`src/hdl/quickq_pkg.sv`:
```
package quickq_pkg;

    ////////////////////////////////////////////////////////////////////////////
    // Queue entry
    ////////////////////////////////////////////////////////////////////////////

    // Smaller key leaves the queue first
    typedef struct packed {
        logic [7:0] key;
        logic [7:0] value;
    } kv_t;

    // Operation latched by the core in the accept cycle
    typedef enum logic [1:0] {
        OP_NONE,
        OP_ENQ,
        OP_DEQ,
        OP_REPL
    } pq_op_e;

    // Core control state
    typedef enum logic {
        ST_IDLE,
        ST_COMMIT
    } pq_state_e;

    ////////////////////////////////////////////////////////////////////////////
    // Sizing
    ////////////////////////////////////////////////////////////////////////////

    localparam int PQ_DEPTH = 8;
    // Must hold 0..PQ_DEPTH
    localparam int PQ_CNT_W = 4;

    // About 650 us of stable level at 100 MHz
    localparam int DB_CYCLES_DEFAULT = 65536;
    // Time each display digit stays lit
    localparam int SCAN_CYCLES_DEFAULT = 16384;

    // Digit code that turns all segments off
    localparam logic [6:0] SEG_BLANK = 7'h7f;

endpackage
```
`src/hdl/pq_if.sv`:
```
`timescale 1ns/1ps

interface pq_if import quickq_pkg::*; (
    input logic clk
);

    // Top to core
    logic rst;
    kv_t  kvi;
    // Both together request a replace
    logic enq;
    logic deq;

    // Core to top
    kv_t  kvo;
    logic full;
    logic empty;
    // High for the one commit cycle of a command
    logic busy;

    // Core side
    modport dev (
        input  clk,
        input  rst,
        input  kvi,
        input  enq,
        input  deq,
        output kvo,
        output full,
        output empty,
        output busy
    );

endinterface

```
`src/hdl/quickq_hw.sv`:
```
`timescale 1ns/1ps

module quickq_hw import quickq_pkg::*; #(
    parameter int DB_CYCLES   = DB_CYCLES_DEFAULT,
    parameter int SCAN_CYCLES = SCAN_CYCLES_DEFAULT
) (
    input  logic        clk,
    input  logic        rst,
    input  logic [15:0] kvi_logic,
    input  logic        enq,
    input  logic        deq,
    input  logic        repl,
    output logic        full,
    output logic        busy,
    output logic        empty,
    output logic [6:0]  segs_n,
    output logic        dp_n,
    output logic [7:0]  an_n
);

    kv_t kvi;
    kv_t kvo;
    logic enq_p;
    logic deq_p;
    logic repl_p;

    // Switch word as queue entry
    assign kvi = kv_t'(kvi_logic);

    ////////////////////////////////////////////////////////////////////////////
    // Buttons
    ////////////////////////////////////////////////////////////////////////////

    button_pulser #(.DB_CYCLES(DB_CYCLES)) u_enq_btn (.clk, .rst, .pb(enq), .pulse(enq_p));
    button_pulser #(.DB_CYCLES(DB_CYCLES)) u_deq_btn (.clk, .rst, .pb(deq), .pulse(deq_p));
    button_pulser #(.DB_CYCLES(DB_CYCLES)) u_repl_btn (.clk, .rst, .pb(repl), .pulse(repl_p));

    ////////////////////////////////////////////////////////////////////////////
    // Queue core
    ////////////////////////////////////////////////////////////////////////////

    pq_if u_pq_if (.clk);

    quickq u_quickq (u_pq_if.dev);

    // Replace shows up as enq and deq together
    assign u_pq_if.rst = rst;
    assign u_pq_if.kvi = kvi;
    assign u_pq_if.enq = enq_p || repl_p;
    assign u_pq_if.deq = deq_p || repl_p;
    assign kvo   = u_pq_if.kvo;
    assign full  = u_pq_if.full;
    assign busy  = u_pq_if.busy;
    assign empty = u_pq_if.empty;

    ////////////////////////////////////////////////////////////////////////////
    // Display
    ////////////////////////////////////////////////////////////////////////////

    // Key on digits 3..2, value on 1..0, upper four dark
    sevenseg_ctl #(.SCAN_CYCLES(SCAN_CYCLES)) u_sevenseg (
        .clk,
        .rst,
        .d7(SEG_BLANK),
        .d6(SEG_BLANK),
        .d5(SEG_BLANK),
        .d4(SEG_BLANK),
        .d3({3'b000, kvo.key[7:4]}),
        .d2({3'b000, kvo.key[3:0]}),
        .d1({3'b000, kvo.value[7:4]}),
        .d0({3'b000, kvo.value[3:0]}),
        .segs_n,
        .dp_n,
        .an_n
    );

endmodule

```
`src/hdl/sevenseg_ctl.sv`:
```
`timescale 1ns/1ps

module sevenseg_ctl import quickq_pkg::*; #(
    parameter int SCAN_CYCLES = SCAN_CYCLES_DEFAULT
) (
    input  logic       clk,
    input  logic       rst,
    input  logic [6:0] d7,
    input  logic [6:0] d6,
    input  logic [6:0] d5,
    input  logic [6:0] d4,
    input  logic [6:0] d3,
    input  logic [6:0] d2,
    input  logic [6:0] d1,
    input  logic [6:0] d0,
    output logic [6:0] segs_n,
    output logic       dp_n,
    output logic [7:0] an_n
);

    localparam int SCAN_W = $clog2(SCAN_CYCLES + 1);

    logic [SCAN_W-1:0] scan_cnt;
    logic [2:0] digit;
    logic [6:0] code;

    // Active-low pattern, bit order g..a
    function automatic logic [6:0] hex_to_seg(input logic [6:0] c);
        case (c)
            7'd0:    return 7'b1000000;
            7'd1:    return 7'b1111001;
            7'd2:    return 7'b0100100;
            7'd3:    return 7'b0110000;
            7'd4:    return 7'b0011001;
            7'd5:    return 7'b0010010;
            7'd6:    return 7'b0000010;
            7'd7:    return 7'b1111000;
            7'd8:    return 7'b0000000;
            7'd9:    return 7'b0010000;
            7'd10:   return 7'b0001000;
            7'd11:   return 7'b0000011;
            7'd12:   return 7'b1000110;
            7'd13:   return 7'b0100001;
            7'd14:   return 7'b0000110;
            7'd15:   return 7'b0001110;
            // Blank code and anything unknown
            default: return 7'b1111111;
        endcase
    endfunction

    // Digit dwell timer and index
    always_ff @(posedge clk) begin
        if (rst) begin
            scan_cnt <= '0;
            digit    <= '0;
        end else if (scan_cnt == SCAN_W'(SCAN_CYCLES - 1)) begin
            scan_cnt <= '0;
            digit    <= digit + 1'b1;
        end else begin
            scan_cnt <= scan_cnt + 1'b1;
        end
    end

    always_comb begin
        unique case (digit)
            3'd0: code = d0;
            3'd1: code = d1;
            3'd2: code = d2;
            3'd3: code = d3;
            3'd4: code = d4;
            3'd5: code = d5;
            3'd6: code = d6;
            3'd7: code = d7;
        endcase
    end

    // Segments and anode both follow the index, so they switch together
    assign segs_n = hex_to_seg(code);
    assign an_n   = ~(8'b0000_0001 << digit);
    // Decimal points unused
    assign dp_n   = 1'b1;

endmodule

```
`src/hdl/button_pulser.sv`:
```
`timescale 1ns/1ps

module button_pulser import quickq_pkg::*; #(
    parameter int DB_CYCLES = DB_CYCLES_DEFAULT
) (
    input  logic clk,
    input  logic rst,
    input  logic pb,
    output logic pulse
);

    localparam int CNT_W = $clog2(DB_CYCLES + 1);

    // Two-stage synchronizer, [1] is the safe copy
    logic [1:0] sync_q;
    logic level;
    logic [CNT_W-1:0] stable_cnt;
    logic commit;

    // Level has differed long enough
    assign commit = (stable_cnt == CNT_W'(DB_CYCLES - 1)) && (sync_q[1] != level);

    always_ff @(posedge clk) begin
        if (rst) begin
            sync_q     <= '0;
            level      <= 1'b0;
            stable_cnt <= '0;
            pulse      <= 1'b0;
        end else begin
            sync_q <= {sync_q[0], pb};
            // One pulse per committed press
            pulse  <= commit && sync_q[1];
            if (sync_q[1] == level) begin
                // Glitch over, start again
                stable_cnt <= '0;
            end else if (commit) begin
                level      <= sync_q[1];
                stable_cnt <= '0;
            end else begin
                stable_cnt <= stable_cnt + 1'b1;
            end
        end
    end

    // Single-cycle pulse
    a_pulse_single: assert property (@(posedge clk) disable iff (rst)
        pulse |=> !pulse);

endmodule

```
`src/hdl/quickq.sv`:
```
`timescale 1ns/1ps

module quickq import quickq_pkg::*; (
    pq_if.dev pq
);

    pq_state_e state;
    pq_op_e op_q;
    pq_op_e op_dec;
    kv_t kv_q;
    logic [PQ_CNT_W-1:0] count;
    logic [PQ_CNT_W-1:0] count_next;
    logic [PQ_CNT_W-1:0] src_cnt;
    logic do_rem;
    logic do_ins;

    // Sorted storage, head at index 0
    kv_t q [PQ_DEPTH];
    // Array after the optional head removal
    kv_t src [PQ_DEPTH];
    kv_t q_next [PQ_DEPTH];
    // Valid entries whose key beats the new key
    logic [PQ_DEPTH-1:0] gt;

    ////////////////////////////////////////////////////////////////////////////
    // Status
    ////////////////////////////////////////////////////////////////////////////

    assign pq.busy  = (state == ST_COMMIT);
    assign pq.full  = (count == PQ_CNT_W'(PQ_DEPTH));
    assign pq.empty = (count == '0);
    // Zero head while nothing is stored
    assign pq.kvo   = pq.empty ? '0 : q[0];

    // Command decode against current occupancy
    always_comb begin
        op_dec = OP_NONE;
        if (pq.enq && pq.deq) begin
            // Replace on empty degrades to enqueue
            op_dec = pq.empty ? OP_ENQ : OP_REPL;
        end else if (pq.enq) begin
            op_dec = pq.full ? OP_NONE : OP_ENQ;
        end else if (pq.deq) begin
            op_dec = pq.empty ? OP_NONE : OP_DEQ;
        end
    end

    ////////////////////////////////////////////////////////////////////////////
    // Shift and insert
    ////////////////////////////////////////////////////////////////////////////

    assign do_rem  = (op_q == OP_DEQ) || (op_q == OP_REPL);
    assign do_ins  = (op_q == OP_ENQ) || (op_q == OP_REPL);
    assign src_cnt = do_rem ? count - 1'b1 : count;

    always_comb begin
        // Pop the head first
        src = q;
        if (do_rem) begin
            for (int i = 0; i < PQ_DEPTH - 1; i++) begin
                src[i] = q[i + 1];
            end
        end
        // Strictly greater only, so equal keys keep arrival order
        for (int i = 0; i < PQ_DEPTH; i++) begin
            gt[i] = (PQ_CNT_W'(i) < src_cnt) && (src[i].key > kv_q.key);
        end
        // Larger keys slide back one, new entry fills the gap
        q_next[0] = (gt[0] || src_cnt == '0) ? kv_q : src[0];
        for (int i = 1; i < PQ_DEPTH; i++) begin
            if (gt[i - 1]) begin
                q_next[i] = src[i - 1];
            end else if (gt[i] || src_cnt == PQ_CNT_W'(i)) begin
                q_next[i] = kv_q;
            end else begin
                q_next[i] = src[i];
            end
        end
        if (!do_ins) begin
            q_next = src;
        end
    end

    always_comb begin
        unique case (op_q)
            OP_ENQ:  count_next = count + 1'b1;
            OP_DEQ:  count_next = count - 1'b1;
            default: count_next = count;
        endcase
    end

    ////////////////////////////////////////////////////////////////////////////
    // Registers
    ////////////////////////////////////////////////////////////////////////////

    // Control state
    always_ff @(posedge pq.clk) begin
        if (pq.rst) begin
            state <= ST_IDLE;
            op_q  <= OP_NONE;
            count <= '0;
        end else begin
            unique case (state)
                ST_IDLE: begin
                    if (pq.enq || pq.deq) begin
                        state <= ST_COMMIT;
                        op_q  <= op_dec;
                    end
                end
                ST_COMMIT: begin
                    state <= ST_IDLE;
                    count <= count_next;
                end
            endcase
        end
    end

    // Payload
    always_ff @(posedge pq.clk) begin
        if (state == ST_IDLE && (pq.enq || pq.deq)) begin
            kv_q <= pq.kvi;
        end
        if (state == ST_COMMIT) begin
            q <= q_next;
        end
    end

    ////////////////////////////////////////////////////////////////////////////
    // Checks
    ////////////////////////////////////////////////////////////////////////////

    a_count_max: assert property (@(posedge pq.clk) disable iff (pq.rst)
        count <= PQ_CNT_W'(PQ_DEPTH));

    // Accepted pulse gives exactly one busy cycle
    a_busy_one: assert property (@(posedge pq.clk) disable iff (pq.rst)
        (!pq.busy && (pq.enq || pq.deq)) |=> pq.busy ##1 !pq.busy);

    for (genvar i = 0; i < PQ_DEPTH - 1; i++) begin : g_sorted
        a_sorted: assert property (@(posedge pq.clk) disable iff (pq.rst)
            (PQ_CNT_W'(i + 1) < count) |-> (q[i].key <= q[i + 1].key));
    end

endmodule

```
`config.mk`:
```
export PLATFORM = sky130hd
export DESIGN_NAME = quickq_hw
export DESIGN_NICKNAME = d
export VERILOG_FILES = /design/src/hdl/quickq_pkg.sv /design/src/hdl/pq_if.sv /design/src/hdl/quickq_hw.sv /design/src/hdl/sevenseg_ctl.sv /design/src/hdl/button_pulser.sv /design/src/hdl/quickq.sv
export SDC_FILE = /design/constraint.sdc
export NUM_CORES = 1
export LEC_CHECK = 0
export BUFFER_PORTS_ARGS = -buffer_cell sky130_fd_sc_hd__clkbuf_2
export CORE_MARGIN = 4
export CORE_UTILIZATION = 58
export CTS_CLUSTER_DIAMETER = 80
export DETAILED_ROUTE_END_ITERATION = 8
export PLACE_DENSITY = 0.78
export SLEW_MARGIN = 20
export SYNTH_ARGS = -nofsm -noshare
export SYNTH_HDL_FRONTEND = slang
export SYNTH_HIERARCHICAL = 1
export SYNTH_SLANG_ARGS = --single-unit
```
`constraint.sdc`:
```
create_clock -name clk -period 4.87 [get_ports clk]
set_clock_uncertainty 0.2 [all_clocks]
set_input_delay 0.487 -clock clk [delete_from_list [all_inputs] [get_ports clk]]
set_output_delay 0.487 -clock clk [all_outputs]
set_load 0.02 [all_outputs]
```
# == After elaboration in Yosys (flattened, before gate mapping) ==
# Memory sizes are Yosys's and may differ from the RTL's.
# Index checks and enable logic that the tools add are counted.
# totals
romBits,112
mem_count,1
ff_bits,232
elab_cells,169
# op_classes
n_eq_ne,28
shift,1
add_sub_neg,7
n_lt_le_gt_ge,16
n_reduce_logical,46
mux,30
bitwise,5
# memory_table
name,words,width,read_ports,rd_clocked_by_memory_dff,wr,line_no,source
(no name shown),16,7,1,0,0,sevenseg_ctl.sv:29,case (c)
# op_table
cell,n
$mux 16,16
$mux 128,1
$mux 112,1
$gt 8x8->1,8
$add 17x1->17 const B,3
$eq 17x16->1 const B,3
$pmux 7 s5,1
$eq 4x3->1 const B,4
$logic_and 1x1->1,16
$lt 3x4->1 const A,4
$add 15x1->15 const B,1
$eq 15x14->1 const B,1
$logic_or 1x1->1,13
$eq 3x3->1 const B,4
$mux 2,5
$reduce_and 2->1,5
$reduce_or 3->1,3
$eq 4x2->1 const B,2
$logic_not 4->1,2
$lt 1x4->1 const A,2
$lt 2x4->1 const A,2
$not 8->8,1
$pmux 4 s2,1
$shl 1x3->8 const A,1
other kinds (21),33

# == Longest topological paths before layout ==
# logic_depth
word_depth,9
ltp_mapped,16

# == Hierarchy ==
# Netlist, hierarchy kept.
# modules_own_cells
module,area_per_inst_um2,cells_per_inst,n_inst
quickq,10680.2,1011,1
button_pulser,924.6,97,3
sevenseg_ctl,1554.0,187,1
quickq_hw,20.0,4,1

# == Worst setup path after synthesis ==
# OpenSTA, ideal clock, no wires.
# synth_path
path_type,reg-to-reg
from,register u_quickq.state (netlist: u_quickq/pq.busy)
to,register u_quickq/q[0] (netlist name) (enable)
synth_period_minus_slack_ps,4686
n_path_buf,0
slack_ps,184
t_arrival_ps,4091
setup_ps,394
stages_incl_launch_ff,3
path_cell_list,dfxtp_1 -> nand3_1 -> a21oi_1
# synth_between
elab_chain_len,1
# synth_lines
element,line_no,source
from (decl),quickq.sv:7,pq_state_e state;
from (signal assigned),quickq.sv:99,state <= ST_IDLE;
from (signal assigned),quickq.sv:106,state <= ST_COMMIT;
from (signal assigned),quickq.sv:111,state <= ST_IDLE;
$reduce_and 3->1 (no source line),n/a,
to (signal assigned),quickq.sv:124,q <= q_next;
to (decl),quickq.sv:18,kv_t q [PQ_DEPTH];
# Every way passes these cells.
# A chain may end at the register's enable or synchronous reset.

# == Final worst setup path ==
# layout_path
from,register u_sevenseg.digit[2]
to,output port segs_n[0]
# layout_between
elab_chain_len,5
# layout_lines
element,line_no,source
from (decl),sevenseg_ctl.sv:24,logic [2:0] digit;
from (signal assigned),sevenseg_ctl.sv:58,digit <= digit + 1'b1;
$eq 3x3->1,sevenseg_ctl.sv:65,unique case (digit)
$reduce_or 4->1 (no source line),n/a,
$pmux 7 s5 (*),sevenseg_ctl.sv:65,
$mem_v2 16x7 or $logic_not 3->1 (tied branches),n/a,
$mux 7 (*),sevenseg_ctl.sv:29,
to (decl),quickq_hw.sv:16,"output logic [6:0] segs_n,"
# Every way passes the cells marked *; elsewhere a longest branch is shown, timed or not.

==> results by group <==
Outcome
  • Status: finished, final reports clean

Yosys
  • Cell Area, Synth: 15030 sq um
  • Post-synth top area share: 28.77%
  • Cell taking the most area after synthesis: edfxtp_1
  • Cells after synthesis: 1493
  • Post-synth EDFFs: 144
  • Yosys warns: 6
  • Cell with the most instances after synthesis: edfxtp_1
  • Post-Syn Area per Cell: 10.07 sq um
  • Async set-reset flop share out of synthesis: 0%
  • Sequential-to-total area share from yosys stat: 40.50%
  • Top_reg_cell synth: edfxtp_1
  • Post-synthesis cell type count: 95
  • Most frequent cells after synthesis: edfxtp_1 (144), nor2_1 (107), nand2_1 (105)
  • Top cells by area, synth: edfxtp_1 (29%), dfxtp_1 (12%), ha_1 (7.3%)
  • #FFs+latches synth: 232

Timing
  • Slew Limit Fails: 0
  • Setup violators final: 0
  • Worst-Margin Slew: 1.152 ns
  • Slew HR: 22.93%
  • Tcrit/Tclk final: 90.93%
  • Fin crit period: 4.428 ns
  • Final Hold Fails: 0
  • RSZ-0062 raised after global routing: false
  • Fmax: 0.2258 GHz
  • Final setup TNS: 0 ns

Floorplanning
  • Die Area: 28550 sq um
  • Die height: 169.0 um
  • Die Width: 169.0 um
  • Initial Util: 59.34%
  • Core footprint: 25330 sq um
  • Row count: 58
  • # IOs: 40

Worst setup path
  • Largest delay share family, worst path: simple AND/OR/NAND/NOR gates
  • CP most frequent cell: inv_1
  • Worst-path fanout max: 18
  • Max stage delay on crit path: 0.64 ns
  • Crit path launch type: flip-flop
  • CP endpoint kind: output pin
  • Crit path cell chain: buf_4, inv_1, ha_1, or4_1, or3_1, o31ai_2, inv_1, ha_1, inv_1, o221ai_1, o22ai_1, a32oi_1, clkbuf_2
  • Setup CP Type: reg2out
  • WP data required: 4.18 ns
  • CP Buf/Inv Count: 5
  • CP Data Arrival Time: 3.74 ns
  • Slowest-stage cell, CP: or4_1

Drt
  • TritonRoute pass-1 iters: 6
  • Final wirelength: 37.03 mm
  • Avg WL per Cell: 19.43 um
  • DR vias/cell: 6.469
  • Initial DRC count: 1209
  • DR DRC count: 0
  • Vias: 12329
  • DRT antenna net count: 0

Power
  • PD cells: 251.1 nW/um^2
  • Leakage: 0.005782 uW
  • Total power draw: 4163 uW
  • Max rail drop VDD: 0.0003392 V

Place
  • # port buffers: 38
  • GP Congestion: 0.8896
  • Dpl hpwl: 26.30 mm

Job
  • Max_cap viols: 0

GRT
  • Gr ovfl total: 0
  • Global-route wire length before repair: 59.55 mm
  • Pin count of the biggest net entering global routing: 73
  • Vias in the first global route: 11966
  • Antenna violations before repair: 0
  • GRT Resource Usage Total: 24.97%

Layout
  • Layout area overhead: 10.33%
  • Area of the multi-input gates: 8408 sq um
  • Nets@finish: 1664
  • Register area: 6093 sq um
  • Layout cell share with drive strength beyond 1: 13.52%
  • # fillers: 1988
  • Antenna diode count: 0

Clocking
  • Clk slew on worst S/H paths: 0.06 ns
  • CTS Buf Count: 27
  • Worst-Skew Late Latency: 0.55 ns
  • Root Buffer: clkbuf_16
  • Max clock buf depth: 3
  • CTS sink cnt: 232
  • H-Tree Depth: 1
  • CTS tree: built

Hold path
  • Hold Path Class: reg2reg
[metrics by stage]
| step | hold WS [ns] | instance area [sq um] | util (%) | worst slack, ns | cells |
|---|---|---|---|---|---|
| 2_1_floorplan | 0.2129 | 15170 | - | 0.1844 | 1531 |
| 3_3_place_gp | 0.2222 | 15460 | 61.05 | 0.9712 | 1837 |
| 3_5_place_dp | 0.2218 | 15460 | 61.05 | 0.8098 | 1837 |
| 4_1_cts | 0.2352 | 16560 | 65.39 | 0.2134 | 1906 |
| 5_1_grt | 0.2480 | 16580 | 65.47 | 0.1381 | 1906 |
| 6_report | 0.2325 | 16580 | 65.47 | 0.4416 | 1906 |
[worst reg2reg max path, delay by kind of cell (launching register included)]
kind                     cells  cell delay, ns
AND/OR/NAND/NOR              2            1.13
flip-flops                   1            0.74
multiplexers                 1            0.48
adder cells (fa/ha/maj)      1            0.32
AO/OA/AOI/OAI                4            1.16
[metal layers]
layer	up-vias	share of wire [%]	global-route usage, %
met5	-	0	0
met3	86	7.0	2.919
met4	0	2.7	7.904
met1	5922	42	33.44
met2	506	48	42.53
li1	5815	-	-
[sequential cells by signal, indices dropped and copies added, names as in the netlist, 2 cells and up]
name,count
u_sevenseg/digit,3
u_quickq/q,128
u_enq_btn/stable_cnt,17
u_repl_btn/stable_cnt,17
u_enq_btn/sync_q,2
u_quickq/count,4
u_quickq/kv_q,16
u_sevenseg/scan_cnt,15
u_deq_btn/sync_q,2
u_quickq/op_q,2
u_deq_btn/stable_cnt,17
u_repl_btn/sync_q,2
[final cells by class]
type / count / share of cell area [%]
multi-input cells: 1154 / 50.71
clock inverters: 4 / 0.2490
inverters: 66 / 1.494
flip-flops and latches: 232 / 36.75
repair buffers: 74 / 3.064
well taps: 330 / 2.490
clock buffers: 46 / 5.244
[final timing paths]
path,start,to,slack [ns],depth (start not counted)
max reg2reg,u_quickq/op_q[1],u_quickq/q[80],0.67,8
max,u_sevenseg/digit[2],segs_n[0],0.44,13
min,u_enq_btn/sync_q[0],u_enq_btn/sync_q[1],0.23,1
min reg2reg,u_enq_btn/sync_q[0],u_enq_btn/sync_q[1],0.23,1
[cell families after synthesis]
logic type / after synthesis / synth area share [%]
xor+xnor: 32 / 2.015
simple gates: 450 / 15.78
compound gates: 406 / 20.12
other cells: 3 / 0.07493
buf+inv: 145 / 4.679
fa+ha+maj: 88 / 7.327
mux: 137 / 9.508
flops: 232 / 40.50
[where the power goes]
group          total [uW]  switching (uW)  internal (uW)  leakage, uW
combinational        57.3            31.9           25.4      0.00333
sequential           2070            3.60           2070      0.00200
clock                2030             816           1220     0.000449
total                4160             851           3310      0.00578
[placed cells by master, fill, tap and decap left out, types with 8 or more instances in the layout]
cell type,Yosys,final
clkbuf_16,0,29
a211oi_1,8,8
a22oi_1,22,22
a22o_1,11,11
and3_1,8,8
ha_1,88,88
conb_1,3,41
mux2i_1,91,91
xnor2_1,14,14
o221ai_1,34,34
a31oi_1,12,12
edfxtp_1,144,144
nand4_1,31,31
clkbuf_2,0,38
nor4_1,16,16
inv_1,66,66
buf_4,3,17
o21ai_0,63,63
clkbuf_8,0,8
nor2b_1,38,38
and2_1,10,10
xor2_1,15,15
clkbuf_1,28,9
mux2_2,44,44
o31ai_1,14,13
o21ai_1,12,12
nand3_1,39,39
or4_1,14,14
dlygate4sd3_1,0,19
dfxtp_1,88,86
nor2_1,107,106
a32oi_1,8,8
a221oi_1,26,26
o22ai_1,17,17
a21oi_1,88,88
nor3_1,12,12
nand3b_1,13,13
a221o_1,9,9
nand2_1,105,105
[timing repair]
item | in CTS | in global routing
endpoints found under the setup margin | 0 | 5
hold buffers | 19 | 0
gates resized for setup | 0 | 2
endpoints found under the hold margin | 19 | 0
buffers inserted | 0 | 0
Power figures use the tool's default switching activity.
